[src/design/mii_tx_pkg.sv]
package mii_tx_pkg;

    // Width of the PHY transmit data bus
    localparam int NIBBLE_BITS = 4;

    // Inter-packet gap in strobe periods
    // Twelve bytes of idle line time at one nibble per strobe
    localparam int GAP_NIBBLES = 24;

    // The strobe is a one-cycle pulse, so it needs at least two clk cycles per period
    localparam int MIN_DIVIDER = 2;

endpackage

[src/design/udp_ip_pkg.sv]
package udp_ip_pkg;

    // Byte counts of the two headers that precede the UDP payload
    localparam int IP_HEADER_BYTES  = 20;
    localparam int UDP_HEADER_BYTES = 8;

    // The IPv4 header checksum runs over this many 16-bit words
    localparam int IP_HEADER_WORDS = IP_HEADER_BYTES / 2;

    // Fixed IPv4 field values for every packet this transmitter sends
    localparam logic [3:0]  IP_VERSION      = 4'd4;
    localparam logic [3:0]  IP_IHL          = 4'd5;
    localparam logic [7:0]  IP_TOS          = 8'h0C;
    localparam logic [7:0]  IP_TTL          = 8'hFF;
    localparam logic [7:0]  IP_PROTOCOL_UDP = 8'h11;

    // No fragmentation, so identification, flags and offset stay zero
    localparam logic [15:0] IP_IDENT       = 16'h0000;
    localparam logic [2:0]  IP_FLAGS       = 3'b000;
    localparam logic [12:0] IP_FRAG_OFFSET = 13'h0000;

    // Largest payload that fits a 576-byte datagram with a full 60-byte IP header
    localparam int MAX_DATA_BYTES = 508;

    // IPv4 header as in RFC 791, first transmitted field in the top bits
    typedef struct packed {
        logic [3:0]  version;
        logic [3:0]  ihl;
        logic [7:0]  type_of_service;
        logic [15:0] total_length;
        logic [15:0] identification;
        logic [2:0]  flags;
        logic [12:0] fragment_offset;
        logic [7:0]  time_to_live;
        logic [7:0]  protocol;
        logic [15:0] header_checksum;
        logic [31:0] src_ip;
        logic [31:0] dest_ip;
    } ip_header_t;

    // The same 160 bits seen as fields or as the ten words that the checksum adds
    // Word 9 is the first word on the wire
    typedef union packed {
        ip_header_t                             fields;
        logic [IP_HEADER_WORDS-1:0][15:0]       words;
    } ip_header_u;

    // UDP header as in RFC 768
    typedef struct packed {
        logic [15:0] src_port;
        logic [15:0] dest_port;
        logic [15:0] length;
        logic [15:0] checksum;
    } udp_header_t;

endpackage

[src/design/frame_if.sv]
`timescale 1ns/1ps

// Carries one complete packet between pipeline stages
// The producer pulses valid for one cycle and holds the data until the next pulse
interface frame_if #(
    parameter int DATA_BYTES = 1
);

    logic                         valid;
    udp_ip_pkg::ip_header_u       ip_header;
    udp_ip_pkg::udp_header_t      udp_header;
    // The most significant byte is the first payload byte on the wire
    logic [8*DATA_BYTES-1:0]      payload;

    modport src (
        output valid,
        output ip_header,
        output udp_header,
        output payload
    );

    modport dst (
        input valid,
        input ip_header,
        input udp_header,
        input payload
    );

endinterface

[src/design/frame_capture.sv]
`timescale 1ns/1ps

// Accepts a send edge, latches the packet inputs and builds both headers
// The IP checksum is left at zero here and filled in by the next stage
module frame_capture #(
    parameter int DATA_BYTES = 1
) (
    input  logic                    clk,
    input  logic                    reset,
    input  logic [8*DATA_BYTES-1:0] data,
    input  logic [31:0]             src_ip,
    input  logic [31:0]             dest_ip,
    input  logic [15:0]             src_port,
    input  logic [15:0]             dest_port,
    input  logic                    send,
    input  logic                    gap_done,
    output logic                    ready,
    frame_if.src                    raw
);

    // Length fields count bytes from the start of their own header
    localparam logic [15:0] TOTAL_LENGTH =
        16'(udp_ip_pkg::IP_HEADER_BYTES + udp_ip_pkg::UDP_HEADER_BYTES + DATA_BYTES);
    localparam logic [15:0] UDP_LENGTH = 16'(udp_ip_pkg::UDP_HEADER_BYTES + DATA_BYTES);

    logic send_prev;
    logic send_edge;
    logic accept;

    assign send_edge = send & ~send_prev;
    // Edges that arrive while a packet is still in flight are dropped
    assign accept    = send_edge & ready;

    always_ff @(posedge clk) begin
        if (reset) begin
            // Treat send as already high so that a level held through reset is no edge
            send_prev <= 1'b1;
            ready     <= 1'b1;
            raw.valid <= 1'b0;
        end else begin
            send_prev <= send;
            raw.valid <= accept;
            if (accept) begin
                ready <= 1'b0;
            end else if (gap_done) begin
                // The serializer has finished the packet and its gap
                ready <= 1'b1;
            end
        end
    end

    // Header and payload registers, loaded only on an accepted edge
    always_ff @(posedge clk) begin
        if (accept) begin
            raw.ip_header.fields.version         <= udp_ip_pkg::IP_VERSION;
            raw.ip_header.fields.ihl             <= udp_ip_pkg::IP_IHL;
            raw.ip_header.fields.type_of_service <= udp_ip_pkg::IP_TOS;
            raw.ip_header.fields.total_length    <= TOTAL_LENGTH;
            raw.ip_header.fields.identification  <= udp_ip_pkg::IP_IDENT;
            raw.ip_header.fields.flags           <= udp_ip_pkg::IP_FLAGS;
            raw.ip_header.fields.fragment_offset <= udp_ip_pkg::IP_FRAG_OFFSET;
            raw.ip_header.fields.time_to_live    <= udp_ip_pkg::IP_TTL;
            raw.ip_header.fields.protocol        <= udp_ip_pkg::IP_PROTOCOL_UDP;
            // Must be zero while the checksum stage sums the header
            raw.ip_header.fields.header_checksum <= 16'h0000;
            raw.ip_header.fields.src_ip          <= src_ip;
            raw.ip_header.fields.dest_ip         <= dest_ip;

            raw.udp_header.src_port  <= src_port;
            raw.udp_header.dest_port <= dest_port;
            raw.udp_header.length    <= UDP_LENGTH;
            // A zero UDP checksum means none was computed
            raw.udp_header.checksum  <= 16'h0000;

            raw.payload <= data;
        end
    end

    // A packet leaves this stage only right after ready dropped for it
    assert property (@(posedge clk) disable iff (reset) raw.valid |-> $fell(ready))
        else $error("raw frame valid without a falling ready in the cycle before");

endmodule

[src/design/ip_checksum.sv]
`timescale 1ns/1ps

// One registered stage that fills in the IPv4 header checksum
// The UDP header and payload pass through unchanged
module ip_checksum #(
    parameter int DATA_BYTES = 1
) (
    input  logic clk,
    input  logic reset,
    frame_if.dst raw,
    frame_if.src tx
);

    // Ten 16-bit words never need more than 20 bits
    logic [19:0]            word_sum;
    logic [16:0]            fold_once;
    logic [15:0]            fold_twice;
    udp_ip_pkg::ip_header_u header_out;

    always_comb begin
        word_sum = 20'h00000;
        for (int i = 0; i < udp_ip_pkg::IP_HEADER_WORDS; i++) begin
            word_sum = word_sum + 20'(raw.ip_header.words[i]);
        end
    end

    // End-around carry, folded twice
    // After the first fold a carry leaves at most 14 in the low word, so the second cannot carry
    assign fold_once  = 17'(word_sum[15:0]) + 17'(word_sum[19:16]);
    assign fold_twice = fold_once[15:0] + 16'(fold_once[16]);

    always_comb begin
        header_out = raw.ip_header;
        header_out.fields.header_checksum = ~fold_twice;
    end

    always_ff @(posedge clk) begin
        if (reset) begin
            tx.valid <= 1'b0;
        end else begin
            tx.valid <= raw.valid;
        end
    end

    always_ff @(posedge clk) begin
        if (raw.valid) begin
            tx.ip_header  <= header_out;
            tx.udp_header <= raw.udp_header;
            tx.payload    <= raw.payload;
        end
    end

    // Exactly one cycle of latency through this stage
    assert property (@(posedge clk) disable iff (reset) tx.valid == $past(raw.valid))
        else $error("checksummed frame valid is not the raw valid one cycle later");

endmodule

[src/design/nibble_serializer.sv]
`timescale 1ns/1ps

// Streams a checksummed packet onto the 4-bit PHY bus, one nibble per strobe
// Also owns the strobe divider and times the inter-packet gap
module nibble_serializer #(
    parameter int DATA_BYTES = 1,
    parameter int DIVIDER    = 2
) (
    input  logic                               clk,
    input  logic                               reset,
    frame_if.dst                               tx,
    output logic                               tx_en,
    output logic [mii_tx_pkg::NIBBLE_BITS-1:0] tx_d,
    output logic                               gap_done
);

    localparam int PACKET_BYTES  =
        udp_ip_pkg::IP_HEADER_BYTES + udp_ip_pkg::UDP_HEADER_BYTES + DATA_BYTES;
    localparam int PACKET_BITS   = 8 * PACKET_BYTES;
    localparam int TOTAL_NIBBLES = 2 * PACKET_BYTES;
    localparam int IDX_W         = $clog2(TOTAL_NIBBLES + 1);
    localparam int DIV_W         = $clog2(DIVIDER);
    localparam int GAP_W         = $clog2(mii_tx_pkg::GAP_NIBBLES);

    localparam logic [1:0] ST_IDLE = 2'd0;
    localparam logic [1:0] ST_SEND = 2'd1;
    localparam logic [1:0] ST_GAP  = 2'd2;

    initial begin
        if (DIVIDER < mii_tx_pkg::MIN_DIVIDER) begin
            $error("DIVIDER must be at least %0d", mii_tx_pkg::MIN_DIVIDER);
        end
        if (DATA_BYTES < 1 || DATA_BYTES > udp_ip_pkg::MAX_DATA_BYTES) begin
            $error("DATA_BYTES must lie in 1 to %0d", udp_ip_pkg::MAX_DATA_BYTES);
        end
    end

    logic [DIV_W-1:0]                   div_count;
    logic                               strobe;
    logic [1:0]                         state;
    logic                               pending;
    logic [IDX_W-1:0]                   nib_idx;
    logic [GAP_W-1:0]                   gap_count;
    logic [PACKET_BITS-1:0]             packet;
    logic [7:0]                         cur_byte;
    logic [mii_tx_pkg::NIBBLE_BITS-1:0] next_nibble;

    // Free-running divider, one strobe cycle in every DIVIDER cycles
    always_ff @(posedge clk) begin
        if (reset || div_count == DIV_W'(DIVIDER - 1)) begin
            div_count <= '0;
        end else begin
            div_count <= div_count + 1'b1;
        end
    end

    assign strobe = (div_count == DIV_W'(DIVIDER - 1));

    // Wire order is IP header, UDP header, payload, each most significant byte first
    assign packet = {tx.ip_header, tx.udp_header, tx.payload};

    // Picks the nibble that nib_idx points at, low nibble of each byte first
    // Only looked at while nib_idx is inside the packet
    always_comb begin
        cur_byte    = packet[PACKET_BITS - 1 - 8 * nib_idx[IDX_W-1:1] -: 8];
        next_nibble = nib_idx[0] ? cur_byte[7:4] : cur_byte[3:0];
    end

    always_ff @(posedge clk) begin
        if (reset) begin
            state     <= ST_IDLE;
            pending   <= 1'b0;
            nib_idx   <= '0;
            gap_count <= '0;
            tx_en     <= 1'b0;
            tx_d      <= '0;
            gap_done  <= 1'b0;
        end else begin
            gap_done <= 1'b0;
            case (state)
                ST_IDLE: begin
                    // Start on the first strobe after the packet was handed over
                    if (pending && strobe) begin
                        pending <= 1'b0;
                        tx_en   <= 1'b1;
                        tx_d    <= next_nibble;
                        nib_idx <= nib_idx + 1'b1;
                        state   <= ST_SEND;
                    end
                end
                ST_SEND: begin
                    if (strobe) begin
                        if (nib_idx == IDX_W'(TOTAL_NIBBLES)) begin
                            // Last nibble has had its full strobe period
                            tx_en     <= 1'b0;
                            tx_d      <= '0;
                            nib_idx   <= '0;
                            gap_count <= '0;
                            state     <= ST_GAP;
                        end else begin
                            tx_d    <= next_nibble;
                            nib_idx <= nib_idx + 1'b1;
                        end
                    end
                end
                ST_GAP: begin
                    if (strobe) begin
                        if (gap_count == GAP_W'(mii_tx_pkg::GAP_NIBBLES - 1)) begin
                            gap_done <= 1'b1;
                            state    <= ST_IDLE;
                        end else begin
                            gap_count <= gap_count + 1'b1;
                        end
                    end
                end
                default: begin
                    state <= ST_IDLE;
                end
            endcase
            // Ready upstream keeps this from landing while a packet is still going out
            if (tx.valid) begin
                pending <= 1'b1;
            end
        end
    end

    // tx_en is registered on a strobe, so its rise must follow a strobe cycle
    assert property (@(posedge clk) disable iff (reset) $rose(tx_en) |-> $past(strobe))
        else $error("tx_en rose without a PHY strobe");

endmodule

[src/design/udp_tx_top.sv]
`timescale 1ns/1ps

// UDP over IPv4 transmitter with a 4-bit MII style transmit port
// Capture, then checksum, then serialize, with one packet in flight at a time
module udp_tx_top #(
    parameter int DATA_BYTES = 32,
    parameter int DIVIDER    = 4
) (
    input  logic                               clk,
    input  logic                               reset,
    input  logic [8*DATA_BYTES-1:0]            data,
    input  logic [31:0]                        src_ip,
    input  logic [31:0]                        dest_ip,
    input  logic [15:0]                        src_port,
    input  logic [15:0]                        dest_port,
    input  logic                               send,
    output logic                               ready,
    output logic                               tx_en,
    output logic [mii_tx_pkg::NIBBLE_BITS-1:0] tx_d
);

    // Pulses when the serializer has finished the gap after a packet
    logic gap_done;

    // Headers with a zero IP checksum
    frame_if #(.DATA_BYTES(DATA_BYTES)) raw_frame ();
    // Headers with the IP checksum filled in
    frame_if #(.DATA_BYTES(DATA_BYTES)) tx_frame ();

    frame_capture #(
        .DATA_BYTES (DATA_BYTES)
    ) u_frame_capture (
        .clk       (clk),
        .reset     (reset),
        .data      (data),
        .src_ip    (src_ip),
        .dest_ip   (dest_ip),
        .src_port  (src_port),
        .dest_port (dest_port),
        .send      (send),
        .gap_done  (gap_done),
        .ready     (ready),
        .raw       (raw_frame)
    );

    ip_checksum #(
        .DATA_BYTES (DATA_BYTES)
    ) u_ip_checksum (
        .clk   (clk),
        .reset (reset),
        .raw   (raw_frame),
        .tx    (tx_frame)
    );

    nibble_serializer #(
        .DATA_BYTES (DATA_BYTES),
        .DIVIDER    (DIVIDER)
    ) u_nibble_serializer (
        .clk      (clk),
        .reset    (reset),
        .tx       (tx_frame),
        .tx_en    (tx_en),
        .tx_d     (tx_d),
        .gap_done (gap_done)
    );

endmodule

[config.mk]
export PLATFORM = sky130hd
export DESIGN_NAME = udp_tx_top
export DESIGN_NICKNAME = d
export VERILOG_FILES = /design/src/design/mii_tx_pkg.sv /design/src/design/udp_ip_pkg.sv /design/src/design/frame_if.sv /design/src/design/frame_capture.sv /design/src/design/ip_checksum.sv /design/src/design/nibble_serializer.sv /design/src/design/udp_tx_top.sv
export SDC_FILE = /design/constraint.sdc
export NUM_CORES = 1
export LEC_CHECK = 0
export ABC_AREA = 1
export CAP_MARGIN = 40
export CORE_AREA = 2 2 262 264
export CTS_BUF_LIST = sky130_fd_sc_hd__clkbuf_4 sky130_fd_sc_hd__clkbuf_8
export DETAILED_ROUTE_END_ITERATION = 10
export DIE_AREA = 0 0 264 266
export DONT_BUFFER_PORTS = 1
export SLEW_MARGIN = 30
export SYNTH_ARGS = -nofsm -noshare
export SYNTH_HDL_FRONTEND = slang
export SYNTH_SLANG_ARGS = --single-unit
[constraint.sdc]
create_clock -name clk -period 33.7 [get_ports clk]
set_input_delay 1.685 -clock clk [delete_from_list [all_inputs] [get_ports clk]]
set_output_delay 1.685 -clock clk [all_outputs]
set_load 0.005 [all_outputs]
* Word level (Yosys, flattened, before mapping)
Index checks and enable logic that the tools add are counted.
Word-level totals: register bits after elaboration 747, input port bits 355, output and inout port bits 6, logic and storage cells 94
Cells by class: $add $sub $neg 12, equality and inequality tests 11, shifts and indexed selects 1, mux-type cells 30, bitwise operators 6, reductions and logical operators 14
Operators with widths (number):
- $shiftx 487x33->8 | 1
- $add 20x16->20 | 2
- $mux 7 | 3
- $add 20x15->20 const B | 1
- $add 20x16->20 const B | 1
- $add 20x6->20 const B | 1
- $mux 5 | 4
- $add 16x16->17 | 1
- $add 16x4->17 | 1
- $add 16x1->16 | 1
- $mux 4 | 4
- $not 16->16 | 1
- $pmux 7 s2 | 1
- $mux 2 | 5
- $ne 2x1->1 const B | 5
- $pmux 5 s2 | 1
- $reduce_and 5->1 | 2
- $reduce_bool 2->1 | 5
- $sub 9x9->10 const A | 1
- $mux 1 | 9
- $pmux 4 s2 | 1
- $add 7x1->7 const B | 1
- $eq 7x7->1 const B | 1
- $pmux 2 s3 | 1
- 16 further kinds | 20

* Depth between registers and ports, before layout
depth after elaboration 9, mapped depth 48, mapped depth without buffers 48

* Modules after synthesis
A second synthesis with hierarchy kept.
Unflattened totals: cell total of the unflattened synthesis 2845, area total of the unflattened synthesis 37056.8 µm²
Modules (own cells, without submodules):
- ip_checksum | times used 1, cells an instance 1105, area an instance 19429.9 µm², seq. area each 14433.8 µm²
- frame_capture | times used 1, cells an instance 491, area an instance 11631.2 µm², seq. area each 10630.2 µm²
- nibble_serializer | times used 1, cells an instance 1249, area an instance 5995.8 µm², seq. area each 460.4 µm²

* Worst setup path before layout
OpenSTA, ideal clock, no wires.
kind input to register, start point input port send, end point register u_frame_capture.ready, library setup time 1068 ps, data arrival time 25864 ps, required time 32632 ps, slack 6767 ps, stages 3, buffers on the path 0, cells stage by stage inv_1 -> nor3_1 -> o21ai_0
On the way: word-level cells in the longest chain between the ends 3, elaborated cells on any way between the ends 4, classes of those cells mux: 1; bitwise: 2; reduce/logical: 1
RTL lines:
- start: declaration | RTL line udp_tx_top.sv:16 | input logic send,
- $and 1x1->1 (*) | RTL line frame_capture.sv:30 | assign send_edge = send & ~send_prev;
- $and 1x1->1 (*) | RTL line frame_capture.sv:32 | assign accept = send_edge & ready;
- via u_frame_capture.accept | RTL line frame_capture.sv:28 | logic accept;
- $mux 1 / $reduce_bool 2->1 (equally long branches)
- end signal: assignment | RTL line frame_capture.sv:38 | ready <= 1'b1;
- end signal: assignment | RTL line frame_capture.sv:44 | ready <= 1'b0;
- end signal: assignment | RTL line frame_capture.sv:47 | ready <= 1'b1;
- end: declaration | RTL line frame_capture.sv:17 | output logic ready,
The timed path passes the listed nets; every way through them passes the cells marked *. A chain may end at the register's enable or synchronous reset.

==> impl_metrics.tcl <==
set metrics [dict create \
    status "finished clean" \
    gp_congestion 0.922 \
    irDropWorstVdd_v 0.0000386 \
    cts_buffers 119 \
    fin_area_sq_um 33600 \
    fin_crit_sh_pct 23.4 \
    via_count 17400 \
    p_total_mw 2.10 \
    crit_fanout 6 \
    first_iter_violations 1584 \
    timing.critical_path.from "u_frame_capture.raw.ip_header[2]" \
    period_minus_slack_ns 7.88 \
    critPathKind "reg -> reg" \
    worst_pin_slew_ns 0.854 \
    setup_viol 0 \
    core_area_sq_um 67700 \
    switching_share_pct 26.3 \
    placed_area_sq_um 31100 \
    cts_resized 0 \
    grt_use_total_pct 21.4 \
    clk_path_buf_depth 3 \
    worstSetupEndpointType "register" \
    root_buffer "clkbuf_8" \
    worst_ep_required_time_ns 34.20 \
    grt_overflow 0 \
    drtAntennaViolNets 0 \
    drive_above_1_share_pct 12.0 \
    comb_power_share_pct 12.4 \
    skew_ns 0.0399 \
    critPathLaunchType "register" \
    fin_util_pct 49.6 \
    areaGrowthSynthToFinish_pct 12.0 \
    syn_inst 2299 \
    cts.sinks 747 \
    die_area_sq_um 70200 \
    switchingPower_uw 552 \
    hp-start "u_frame_capture.raw.payload[121]" \
    fin_nets 2813 \
    setup_slack_ns 25.82 \
    crit_path_max_incr_delay_ns 0.49 \
    crit_slowest_cell "fa_1" \
    p_leak_nw 12.2 \
    final_common_cell "edfxtp_1" \
    drv_cap 0 \
    slew_headroom_pct 43.1 \
    p_int_mw 1.55 \
    final_max_slew_viol_count 0 \
    synth_nets 2734 \
    layout_common_cells "edfxtp_1, nand2_1, nand3_1, inv_1, clkbuf_8" \
    r2r-start "u_frame_capture.raw.ip_header[2]" \
    fin_tns_setup_ns 0 \
    grt_antenna_before_repair 11 \
    synth_warnings 0 \
    grt_pass1_wl_mm 110 \
    max_freq_ghz 0.127 \
    holdBufCountCts 0 \
    pre_cts_slack_ns 25.88 \
    portBuffers 0 \
    power-per-cell-area_nw_per_um2 62.4 \
    htree_levels 3 \
    cts_tree "done" \
    power.share.clock_pct 37.3 \
    arrival_ns 8.38 \
    clk_latency_ns 0.74 \
    hold_viol 0 \
    yosysSeqAreaShare_pct 73.9 \
    synth-seq-cells 747 \
    syn-cell-area_sq_um 30000 \
    cts_setup_buffers 0 \
    grt_max_degree 185 \
    rows 96 \
    die_h_microns 266 \
    die_x_microns 264 \
    drt-pass1-iter-count 5 \
    avgSynthCellArea_sq_um 13.0 \
    drc_errors 0 \
    place_hpwl_mm 51.3 \
    synth_cell_types 47 \
    wirelength_mm 75.4 \
    pwr-share-seq_pct 50.3 \
    cp_common_cell "nand2_1" \
    hold_class "reg -> reg" \
    wire_per_inst_microns 22.4 \
    synth-edff-count 720 \
    ys.flop_type "edfxtp_1" \
    fillers 5924 \
    async_reset_ff_share_pct 0 \
    grt_pass1_vias 17300 \
    clk_pin_slew_ns 0.07 \
    rsz0062_at_grt "no" \
    io_pins 361 \
    start_util_pct 44.3 \
    via_per_inst 5.17 \
]
per-layer routing:
layer	track usage [%]	part of all wire, %	up-vias
li1	-	-	8216
met1	26.8	41	8503
met2	37.1	51	554
met3	4.72	5.8	123
met4	6.39	2.3	6
met5	0	0.056	-
flip-flops by register name, indices dropped and copies added (netlist names), 4 cells and up:
name                            flops
u_frame_capture.raw.payload       256
u_ip_checksum.tx.payload          256
u_ip_checksum.tx.ip_header         80
u_frame_capture.raw.ip_header      64
u_frame_capture.raw.udp_header     32
u_ip_checksum.tx.udp_header        32
u_nibble_serializer.nib_idx         7
u_nibble_serializer.gap_count       5
u_nibble_serializer.tx_d            4
power by group through the flow:
stage          Sequential [mW]  Combinational (mW)  Clock [mW]
2_1_floorplan             1.09               0.190           0
3_3_place_gp              1.07               0.256           0
3_5_place_dp              1.07               0.261           0
4_1_cts                   1.05               0.262       0.804
5_1_grt                   1.06               0.293       0.842
6_report                  1.05               0.260       0.783
per-stage QoR:
stage / hold WS (ns) / cells
6_report: 0.385 / 3367
5_1_grt: 0.393 / 3363
4_1_cts: 0.390 / 3356
3_5_place_dp: 0.405 / 3137
3_3_place_gp: 0.401 / 3133
2_1_floorplan: 0.398 / 2299
kinds of logic after synthesis:
family,after synthesis,share of synthesized area [%]
adder cells (fa/ha/maj),80,3.79
AO/OA/AOI/OAI,140,2.49
flip-flops,747,73.9
AND/OR/NAND/NOR,1064,15.7
XOR/XNOR,26,0.759
buffers and inverters,242,3.35
worst max-delay path, delay by kind of cell (launching register included):
family | cells | cell delay, ns
flops | 1 | 0.41
compound gates | 9 | 1.66
simple gates | 27 | 2.86
buf+inv | 3 | 0.16
fa+ha+maj | 7 | 2.30
xor+xnor | 2 | 0.23
cells in the mapped netlist (21+ instances only):
master / count / area [sq um]
edfxtp_1: 720 / 21600
nand2_1: 642 / 2410
nand3_1: 239 / 1200
inv_1: 162 / 608
a21oi_1: 80 / 400
nor2_1: 78 / 293
ha_1: 62 / 776
o21ai_0: 38 / 190
dfxtp_1: 27 / 541
buf_2: 26 / 130
nand2_2: 24 / 150
nand4_1: 23 / 144
clkbuf_1: 21 / 78.8
cell type report:
class	count	area, sq um	area share (%)
inverters	172	656	1.95
diodes	9	22.5	0.0671
repair buffers	28	323	0.961
flip-flops and latches	747	22200	66.0
well taps	882	1100	3.29
multi-input cells	1310	6870	20.5
clock inverters	67	562	1.67
clock buffers	152	1890	5.61
worst paths after layout:
check,end,slack [ns],depth (start not counted)
max reg2reg,u_ip_checksum.tx.ip_header[79],25.82,48
min,u_ip_checksum.tx.payload[121],0.39,0
max,u_ip_checksum.tx.ip_header[79],25.82,48
min reg2reg,u_ip_checksum.tx.payload[121],0.39,0
Note: power is estimated with default switching activity, not from simulation.
